File: config.mk
export PLATFORM = sky130hd
export DESIGN_NAME = shotGameTop
export DESIGN_NICKNAME = d
export VERILOG_FILES = /design/src/design/gamePkg.sv /design/src/design/objectIf.sv /design/src/design/shotGameTop.sv /design/src/design/hitDetector.sv /design/src/design/targetLogic.sv /design/src/design/shotLogic.sv /design/src/design/apbRegs.sv
export SDC_FILE = /design/constraint.sdc
export NUM_CORES = 1
export LEC_CHECK = 0
export ABC_AREA = 1
export BUFFER_PORTS_ARGS = -buffer_cell sky130_fd_sc_hd__buf_4
export CORE_MARGIN = 2
export CORE_UTILIZATION = 45
export DETAILED_ROUTE_END_ITERATION = 7
export PLACE_DENSITY_LB_ADDON = 0.12
export SYNTH_ARGS = -nofsm -noshare
export SYNTH_HDL_FRONTEND = slang
export SYNTH_SLANG_ARGS = --single-unit
File: constraint.sdc
create_clock -name clk -period 4.2 [get_ports clk]
set_input_delay 0.21 -clock clk [delete_from_list [all_inputs] [get_ports clk]]
set_output_delay 0.21 -clock clk [all_outputs]
set_load 0.01 [all_outputs]
File: src/design/gamePkg.sv
`default_nettype none

package gamePkg;

	// screen and sprite geometry in pixels
	localparam int screenWidth = 640;    // parking column of an inactive object
	localparam int screenHeight = 480;   // parking row
	localparam int spriteSize = 32;      // edge of both bounding boxes
	localparam int launchY = 415;        // shot start row

	localparam int coordWidth = 11;      // signed pixel coordinate
	localparam int fixedWidth = 18;      // signed fixed point position
	localparam int scoreWidth = 16;

	// target limits and power-up values
	localparam logic signed [coordWidth-1:0] targetMaxX = coordWidth'(screenWidth - spriteSize);
	localparam logic [9:0] targetStartRow = 10'd40;
	localparam logic signed [5:0] targetStartSpeed = 6'sd2;

	// fixed point, one pixel is 64 units
	localparam int fixedShift = 6;
	localparam int shotSpeedY = 150;     // upward, every frame
	localparam int shotSpeedX = 25;      // only for directions 1 and 2
	localparam logic signed [fixedWidth-1:0] stepX = fixedWidth'(shotSpeedX);
	localparam logic signed [fixedWidth-1:0] stepY = fixedWidth'(shotSpeedY);
	localparam logic signed [fixedWidth-1:0] parkXFix = fixedWidth'(screenWidth << fixedShift);
	localparam logic signed [fixedWidth-1:0] parkYFix = fixedWidth'(screenHeight << fixedShift);
	localparam logic signed [fixedWidth-1:0] launchYFix = fixedWidth'(launchY << fixedShift);
	// shot is gone once its box is fully above row 0
	localparam logic signed [fixedWidth-1:0] topLimitFix = fixedWidth'(-(spriteSize << fixedShift));

	// register map, byte addresses
	localparam logic [3:0] addrFire = 4'h0;
	localparam logic [3:0] addrTarget = 4'h4;
	localparam logic [3:0] addrScore = 4'h8;    // read only
	localparam logic [3:0] addrStatus = 4'hC;   // read only

	typedef struct packed {
		logic [31-2-coordWidth:0] pad;
		logic [1:0] dir;                      // 1 right, 2 left, else straight up
		logic signed [coordWidth-1:0] initialX;
	} fireCmd_t;

	typedef struct packed {
		logic [15:0] pad;
		logic signed [5:0] speed;             // pixels per frame, sign gives heading
		logic [9:0] row;
	} targetCmd_t;

	// one APB word, layout picked by the address
	typedef union packed {
		fireCmd_t fire;
		targetCmd_t target;
	} cmdWord_t;

endpackage

`default_nettype wire
File: src/design/objectIf.sv
`timescale 1ns/10ps
`default_nettype none

// one moving object as seen by the hit detector
interface objectIf;

	logic active;                                  // low while parked off screen
	logic signed [gamePkg::coordWidth-1:0] x;      // top left corner, pixels
	logic signed [gamePkg::coordWidth-1:0] y;
	logic collision;                               // overlap level from the detector

	// the block that owns the position
	modport mover (
		output active,
		output x,
		output y,
		input collision
	);

	// the block that tests for overlap
	modport observer (
		input active,
		input x,
		input y,
		output collision
	);

endinterface

`default_nettype wire

File: src/design/shotGameTop.sv
`timescale 1ns/10ps
`default_nettype none

module shotGameTop (
	input logic clk,
	input logic resetN,
	input logic startOfFrame,                              // from video timing
	input logic psel,
	input logic penable,
	input logic pwrite,
	input logic [3:0] paddr,
	input logic [31:0] pwdata,
	output logic [31:0] prdata,
	output logic pready,
	output logic pslverr,
	output logic signed [gamePkg::coordWidth-1:0] shotX,   // to the drawing stage
	output logic signed [gamePkg::coordWidth-1:0] shotY,
	output logic shotActive,
	output logic signed [gamePkg::coordWidth-1:0] targetX,
	output logic signed [gamePkg::coordWidth-1:0] targetY,
	output logic hit
);

	logic fireReq;
	logic [1:0] fireDir;
	logic signed [gamePkg::coordWidth-1:0] fireX;
	logic fireTaken;
	logic signed [5:0] targetSpeed;
	logic [9:0] targetRow;
	logic [gamePkg::scoreWidth-1:0] score;

	objectIf shotBus ();
	objectIf targetBus ();

	apbRegs u_apbRegs (
		.clk(clk),
		.resetN(resetN),
		.psel(psel),
		.penable(penable),
		.pwrite(pwrite),
		.paddr(paddr),
		.pwdata(pwdata),
		.prdata(prdata),
		.pready(pready),
		.pslverr(pslverr),
		.fireReq(fireReq),
		.fireDir(fireDir),
		.fireX(fireX),
		.fireTaken(fireTaken),
		.targetSpeed(targetSpeed),
		.targetRow(targetRow),
		.score(score),
		.shotActive(shotBus.active)     // flag straight from the shot
	);

	shotLogic u_shotLogic (
		.clk(clk),
		.resetN(resetN),
		.startOfFrame(startOfFrame),
		.fireReq(fireReq),
		.fireDir(fireDir),
		.fireX(fireX),
		.fireTaken(fireTaken),
		.shot(shotBus.mover)
	);

	targetLogic u_targetLogic (
		.clk(clk),
		.resetN(resetN),
		.startOfFrame(startOfFrame),
		.targetSpeed(targetSpeed),
		.targetRow(targetRow),
		.target(targetBus.mover)
	);

	hitDetector u_hitDetector (
		.clk(clk),
		.resetN(resetN),
		.startOfFrame(startOfFrame),
		.shot(shotBus.observer),
		.target(targetBus.observer),
		.score(score)
	);

	assign shotX = shotBus.x;
	assign shotY = shotBus.y;
	assign shotActive = shotBus.active;
	assign targetX = targetBus.x;
	assign targetY = targetBus.y;
	assign hit = shotBus.collision;        // same level on both buses

endmodule

`default_nettype wire

File: src/design/hitDetector.sv
`timescale 1ns/10ps
`default_nettype none

module hitDetector (
	input logic clk,
	input logic resetN,
	input logic startOfFrame,
	objectIf.observer shot,
	objectIf.observer target,
	output logic [gamePkg::scoreWidth-1:0] score
);

	logic signed [gamePkg::coordWidth:0] dx;   // wide enough for any difference
	logic signed [gamePkg::coordWidth:0] dy;
	logic [gamePkg::coordWidth:0] absDx;
	logic [gamePkg::coordWidth:0] absDy;
	logic hit;

	assign dx = shot.x - target.x;
	assign dy = shot.y - target.y;
	assign absDx = dx[gamePkg::coordWidth] ? -dx : dx;
	assign absDy = dy[gamePkg::coordWidth] ? -dy : dy;

	// equal sized boxes overlap when both distances are under one edge
	assign hit = shot.active && target.active &&
		(absDx < gamePkg::spriteSize) && (absDy < gamePkg::spriteSize);

	// both movers see the same event
	assign shot.collision = hit;
	assign target.collision = hit;

	// one point per frame with overlap, stops at all ones
	always_ff @(posedge clk or negedge resetN) begin
		if (!resetN)
			score <= '0;
		else if (startOfFrame && hit && (score != '1))
			score <= score + 1'b1;
	end

endmodule

`default_nettype wire

File: src/design/targetLogic.sv
`timescale 1ns/10ps
`default_nettype none

module targetLogic (
	input logic clk,
	input logic resetN,
	input logic startOfFrame,
	input logic signed [5:0] targetSpeed,     // host speed setting
	input logic [9:0] targetRow,
	objectIf.mover target
);

	logic signed [gamePkg::coordWidth-1:0] x;
	logic [9:0] row;
	logic signed [5:0] velocity;              // current heading and speed
	logic signed [5:0] speedSeen;             // targetSpeed at the last frame
	logic signed [5:0] stepVel;
	logic signed [gamePkg::coordWidth:0] nextX;   // one extra bit for the edge test

	// a new host speed replaces the bounced velocity
	assign stepVel = (targetSpeed != speedSeen) ? targetSpeed : velocity;
	assign nextX = x + stepVel;

	always_ff @(posedge clk or negedge resetN) begin
		if (!resetN) begin
			x <= '0;
			row <= gamePkg::targetStartRow;
			velocity <= gamePkg::targetStartSpeed;
			speedSeen <= gamePkg::targetStartSpeed;
		end else if (startOfFrame) begin
			row <= targetRow;
			speedSeen <= targetSpeed;
			if (target.collision) begin       // respawn at the left edge
				x <= '0;
				velocity <= targetSpeed;
			end else if (nextX < 0) begin
				x <= '0;
				velocity <= -stepVel;         // bounce off the left edge
			end else if (nextX > gamePkg::targetMaxX) begin
				x <= gamePkg::targetMaxX;
				velocity <= -stepVel;         // and off the right edge
			end else begin
				x <= nextX[gamePkg::coordWidth-1:0];
				velocity <= stepVel;
			end
		end
	end

	assign target.active = 1'b1;              // never parked
	assign target.x = x;
	assign target.y = {1'b0, row};

	// clamp keeps the whole box on screen
	xInRange: assert property (@(posedge clk) disable iff (!resetN)
		(x >= 0) && (x <= gamePkg::targetMaxX));

endmodule

`default_nettype wire

File: src/design/shotLogic.sv
`timescale 1ns/10ps
`default_nettype none

module shotLogic (
	input logic clk,
	input logic resetN,
	input logic startOfFrame,                              // one update per frame
	input logic fireReq,
	input logic [1:0] fireDir,
	input logic signed [gamePkg::coordWidth-1:0] fireX,
	output logic fireTaken,
	objectIf.mover shot
);

	logic signed [gamePkg::fixedWidth-1:0] xFix;       // position, 1/64 pixel
	logic signed [gamePkg::fixedWidth-1:0] yFix;
	logic signed [gamePkg::fixedWidth-1:0] speedX;     // sideways step per frame
	logic signed [gamePkg::fixedWidth-1:0] fireXFix;
	logic active;
	logic done;

	// pixel column to fixed point, sign bit on top
	assign fireXFix = {fireX[gamePkg::coordWidth-1], fireX, {gamePkg::fixedShift{1'b0}}};

	// launch only from the parked state
	assign fireTaken = startOfFrame && !active && fireReq;

	// hit, or box fully above the screen
	assign done = shot.collision || (yFix <= gamePkg::topLimitFix);

	always_ff @(posedge clk or negedge resetN) begin
		if (!resetN) begin
			xFix <= gamePkg::parkXFix;
			yFix <= gamePkg::parkYFix;
			speedX <= '0;
			active <= 1'b0;
		end else if (startOfFrame) begin
			if (done) begin                   // overrides deploy and move
				xFix <= gamePkg::parkXFix;
				yFix <= gamePkg::parkYFix;
				active <= 1'b0;
			end else if (fireTaken) begin
				xFix <= fireXFix;
				yFix <= gamePkg::launchYFix;
				active <= 1'b1;
				case (fireDir)
					2'd1: speedX <= gamePkg::stepX;    // right
					2'd2: speedX <= -gamePkg::stepX;   // left
					default: speedX <= '0;
				endcase
			end else if (active) begin
				xFix <= xFix + speedX;
				yFix <= yFix - gamePkg::stepY;     // y grows downward
			end
		end
	end

	// drop the fraction bits
	assign shot.active = active;
	assign shot.x = xFix[gamePkg::fixedShift +: gamePkg::coordWidth];
	assign shot.y = yFix[gamePkg::fixedShift +: gamePkg::coordWidth];

	// the shot only starts flying from an accepted fire command
	launchFromFire: assert property (@(posedge clk) disable iff (!resetN)
		$rose(active) |-> $past(fireTaken));

endmodule

`default_nettype wire

File: src/design/apbRegs.sv
`timescale 1ns/10ps
`default_nettype none

module apbRegs (
	input logic clk,
	input logic resetN,
	input logic psel,
	input logic penable,
	input logic pwrite,
	input logic [3:0] paddr,
	input logic [31:0] pwdata,
	output logic [31:0] prdata,
	output logic pready,
	output logic pslverr,
	output logic fireReq,                                  // fire command pending
	output logic [1:0] fireDir,
	output logic signed [gamePkg::coordWidth-1:0] fireX,
	input logic fireTaken,                                 // shot deployed this edge
	output logic signed [5:0] targetSpeed,
	output logic [9:0] targetRow,
	input logic [gamePkg::scoreWidth-1:0] score,
	input logic shotActive
);

	gamePkg::cmdWord_t wrWord;       // pwdata in both layouts
	gamePkg::cmdWord_t fireView;     // readback of the fire register
	gamePkg::cmdWord_t targetView;
	logic setup;
	logic access;
	logic addrKnown;
	logic addrReadOnly;
	logic wrFire;
	logic wrTarget;
	logic [31:0] rdData;

	assign pready = 1'b1;            // zero wait states
	assign setup = psel && !penable;
	assign access = psel && penable;
	assign wrWord = pwdata;

	assign wrFire = access && pwrite && (paddr == gamePkg::addrFire);
	assign wrTarget = access && pwrite && (paddr == gamePkg::addrTarget);

	// address decode and read mux
	always_comb begin
		fireView = '0;
		fireView.fire.dir = fireDir;
		fireView.fire.initialX = fireX;
		targetView = '0;
		targetView.target.speed = targetSpeed;
		targetView.target.row = targetRow;
		rdData = '0;
		addrKnown = 1'b1;
		addrReadOnly = 1'b0;
		case (paddr)
			gamePkg::addrFire: rdData = fireView;
			gamePkg::addrTarget: rdData = targetView;
			gamePkg::addrScore: begin
				rdData = 32'(score);
				addrReadOnly = 1'b1;
			end
			gamePkg::addrStatus: begin
				rdData = {30'd0, fireReq, shotActive};
				addrReadOnly = 1'b1;
			end
			default: addrKnown = 1'b0;   // misaligned offsets
		endcase
	end

	always_ff @(posedge clk or negedge resetN) begin
		if (!resetN) begin
			fireReq <= 1'b0;
			targetSpeed <= gamePkg::targetStartSpeed;
			targetRow <= gamePkg::targetStartRow;
			pslverr <= 1'b0;
			prdata <= '0;
		end else begin
			if (wrFire)
				fireReq <= 1'b1;          // a fresh write wins over the accept
			else if (fireTaken)
				fireReq <= 1'b0;
			if (wrTarget) begin
				targetSpeed <= wrWord.target.speed;   // picked up at next frame
				targetRow <= wrWord.target.row;
			end
			// response prepared in setup, held through the access cycle
			pslverr <= setup && (!addrKnown || (pwrite && addrReadOnly));
			if (setup)
				prdata <= rdData;
		end
	end

	// fire command payload
	always_ff @(posedge clk) begin
		if (wrFire) begin
			fireDir <= wrWord.fire.dir;
			fireX <= wrWord.fire.initialX;
		end
	end

	// error is only flagged while the master is in the access phase
	errOnlyInAccess: assert property (@(posedge clk) disable iff (!resetN)
		pslverr |-> psel && penable);

endmodule

`default_nettype wire

==> reports/results.txt <==
Outcome: complete, no violations
CTS Buffer Depth: 2
All-Layer GR Usage: 25.1%
Reg2Reg Capture Point: u_targetLogic.velocity[4]
Die area: 24400 µm²
Ys Warns: 0
Post-synth top area share: 25.9%
Via count: 9643
WP data required: 4470 ps
Worst Hold Slack: 29.1 ps
Post-DP HPWL: 23.1 mm
Root Buffer Master: clkbuf_16
R2R depth: 26
Share of layout cells above drive strength 1: 15.4%
Maximum Capacitance Violations: 0
Hold Fails Final Rpt: 0
Inserted Diodes: 0
Number of port buffers: 87
Fmax: 262 MHz
Initial Utilization: 45.9%
Slowest-stage cell, CP: dfstp_2
FF-to-FF Start: u_apbRegs.targetSpeed[1]
WS Path Type: reg2reg
GP Congestion: 0.893
Hold wc startpoint: paddr[3]
Pwr Density: 861 nW/µm²
Fin crit share: 90.7%
Pre-CTS WS: 227 ps
Global-route wire length before repair: 47.9 mm
Seq/Total Area, Yosys: 33.0%
Top-count cell post-synth: nand2_1
Yosys cell types: 53
Slowest cell delay on critical path: 550 ps
H-tree lvl count: 4
Seq cells post-synth: 134
DR vias/cell: 5.18
Setup violations, final: 0
Synth async-reset ratio: 90.3%
Max-slew violations: 0
Startpoint Class: flop
Total Power: 10.3 mW
Setup Skew: 11.5 ps
Slew headroom: 39.2%
Vias in the first global route: 9116
Hold Path Cell Cnt: 3
Hold crit path type: in2reg
Core Util, Final: 52.6%
Clk sinks: 134
Largest net degree at the start of global routing: 77
Commonest register cell after synthesis: dfrtp_1
Synth area leader: dfrtp_1
Layout Cells excl Fill: 1861
Drt drc: 0
Post-synth EDFFs: 13
Placed Cells: 1815
Die H: 156 µm
CTS tree: yes
CTS Buf Count: 17
Routed Wire Length: 29.6 mm
Commonest cells in the netlist: nand2_1 (422), inv_1 (188), nand3_1 (130)
Final #Nets: 1662
Min Tclk post-route: 3810 ps
P_leak: 6.30 nW
Synth Instances: 1479
Max FO, Critical Path: 12
Final WS setup: 390 ps
Drt wl/cell: 15.9 µm
Worst skew pair latency: 440 ps
CTS clk-pin slew, worst paths: 70 ps
Critical path's most frequent cell: nand2_1
Ports: 122
Core Area: 22700 µm²
R2R setup slack: 390 ps
Worst VDD drop: 0.000351 V
Setup crit end kind: flop
Drt pass-1 iters: 5
Cell Rows: 55
Slew of the pin with the lowest slew margin: 912 ps
Final antenna-violating net count: 0
Die width: 156 µm
Dominant cells by area after synthesis: dfrtp_1 (26%), nand2_1 (15%), inv_1 (6.8%), ha_1 (6.4%), nand3_1 (6.2%)
Mean Syn Cell Area: 7.04 µm²
Hold EP: u_apbRegs.pslverr
Starting DRC count in detailed routing: 689
Initial antenna violation count: 0
Area Growth Syn to Fin: 14.6%
CP Data Arrival Time: 4080 ps
Mapped Area: 10400 µm²
Global route overflow: 0
report_power, final:
| part | total, mW | switching [mW] | leakage, nW | internal [mW] |
|---|---|---|---|---|
| logic | 6.70 | 4.29 | 4.38 | 2.41 |
| registers | 2.05 | 0.411 | 1.63 | 1.63 |
| clock network | 1.54 | 0.682 | 0.291 | 0.854 |
cells by family (layout without fill, tap and decap cells):
| group | after synthesis | count (layout) | synth area share (%) |
|---|---|---|---|
| XOR/XNOR | 31 | 31 | 2.61 |
| buffers and inverters | 271 | 352 | 11.7 |
| adder cells (fa/ha/maj) | 57 | 57 | 7.13 |
| other | 2 | 18 | 0.0721 |
| flip-flops | 134 | 134 | 33.0 |
| multiplexers | 10 | 10 | 1.08 |
| AND/OR/NAND/NOR | 798 | 798 | 35.0 |
| AO/OA/AOI/OAI | 176 | 176 | 9.38 |
placed cells by master (no fill, tap or decap), types with 4 or more instances in the layout:
cell,netlist,routed
nand2_2,16,17
nor2_4,4,4
nor2_2,4,4
or2_2,6,6
a21oi_1,59,59
xor2_1,25,25
edfxtp_1,13,13
conb_1,2,18
a221oi_1,7,7
dfrtp_1,108,108
ha_1,53,53
clkbuf_16,0,17
inv_2,8,8
o22ai_1,15,15
buf_4,43,107
nor2_1,108,108
mux2_2,10,10
nand2_1,422,421
xnor2_1,6,6
dfstp_2,13,13
nand3_2,27,28
nand3b_1,5,5
fa_1,4,4
nand2_4,4,4
inv_1,188,188
o21ai_0,72,72
dlygate4sd3_1,0,14
nor3_1,26,25
nand3_1,130,129
inv_6,0,4
inv_8,0,7
nand4_1,34,34
critical path, delay by kind of cell, from the launching register on:
family / cells / cell delay [ps]
buffers and inverters: 2 / 150
AND/OR/NAND/NOR: 19 / 1820
AO/OA/AOI/OAI: 4 / 760
flip-flops: 1 / 550
adder cells (fa/ha/maj): 1 / 350
area by class of cell:
class                           instances  area [µm²]
Tap cell                              285         357
Sequential cell                       134        3430
Clock inverter                         15         175
Inverter                              198         743
Multi-Input combinational cell       1090        5840
Fill cell                            2291       10800
Timing Repair Buffer                  122         963
Clock buffer                           17         425
how the worst max path moves through the flow:
stage	startpoint	endpoint	slack, ps	cells past startpoint
final	u_apbRegs.targetSpeed[1]	u_targetLogic.velocity[4]	390	26
after global routing	u_apbRegs.targetSpeed[1]	u_targetLogic.velocity[4]	-7	26
after floorplan	u_apbRegs.targetSpeed[1]	u_targetLogic.velocity[5]	680	19
after CTS	u_apbRegs.targetSpeed[1]	u_targetLogic.velocity[4]	220	26
after global placement	u_apbRegs.targetSpeed[1]	u_targetLogic.velocity[3]	280	20
after detailed placement	u_apbRegs.targetSpeed[1]	u_targetLogic.velocity[4]	230	20
sequential cells by signal, summed over array words and instances, names as in the netlist:
signal and flops:
u_targetLogic.target.x 11, u_apbRegs.fireReq 1, u_shotLogic.speedX 3, u_apbRegs.pslverr 1, u_apbRegs.fireX 11, u_shotLogic.yFix 17
u_apbRegs.targetSpeed 6, u_targetLogic.velocity 6, u_apbRegs.targetRow 10, u_targetLogic.row 10, u_hitDetector.score 16, u_shotLogic.shot.active 1
u_apbRegs.prdata 16, u_apbRegs.fireDir 2, u_shotLogic.xFix 17, u_targetLogic.speedSeen 6
routing by layer:
metal / track usage (%) / wire [µm] / vias up
met5: 0 / 0 / -
met4: 6.90 / 521 / 0
met3: 3.42 / 1240 / 28
met2: 40.9 / 13600 / 214
met1: 35.0 / 14200 / 4466
li1: - / - / 4935
through the flow:
stage | area [µm²] | setup TNS (ps)
2_1_floorplan | 10500 | 0
3_3_place_gp | 11200 | 0
3_5_place_dp | 11200 | 0
4_1_cts | 11900 | 0
5_1_grt | 11900 | -6.62
6_report | 11900 | 0
repair_timing:
item,CTS,global route
setup endpoints to repair,0,11
resized for setup,0,3
hold buffers,14,0
buffers inserted,0,0
endpoints found under the hold margin,71,0
No activity file was read; power rests on OpenSTA's default activity.
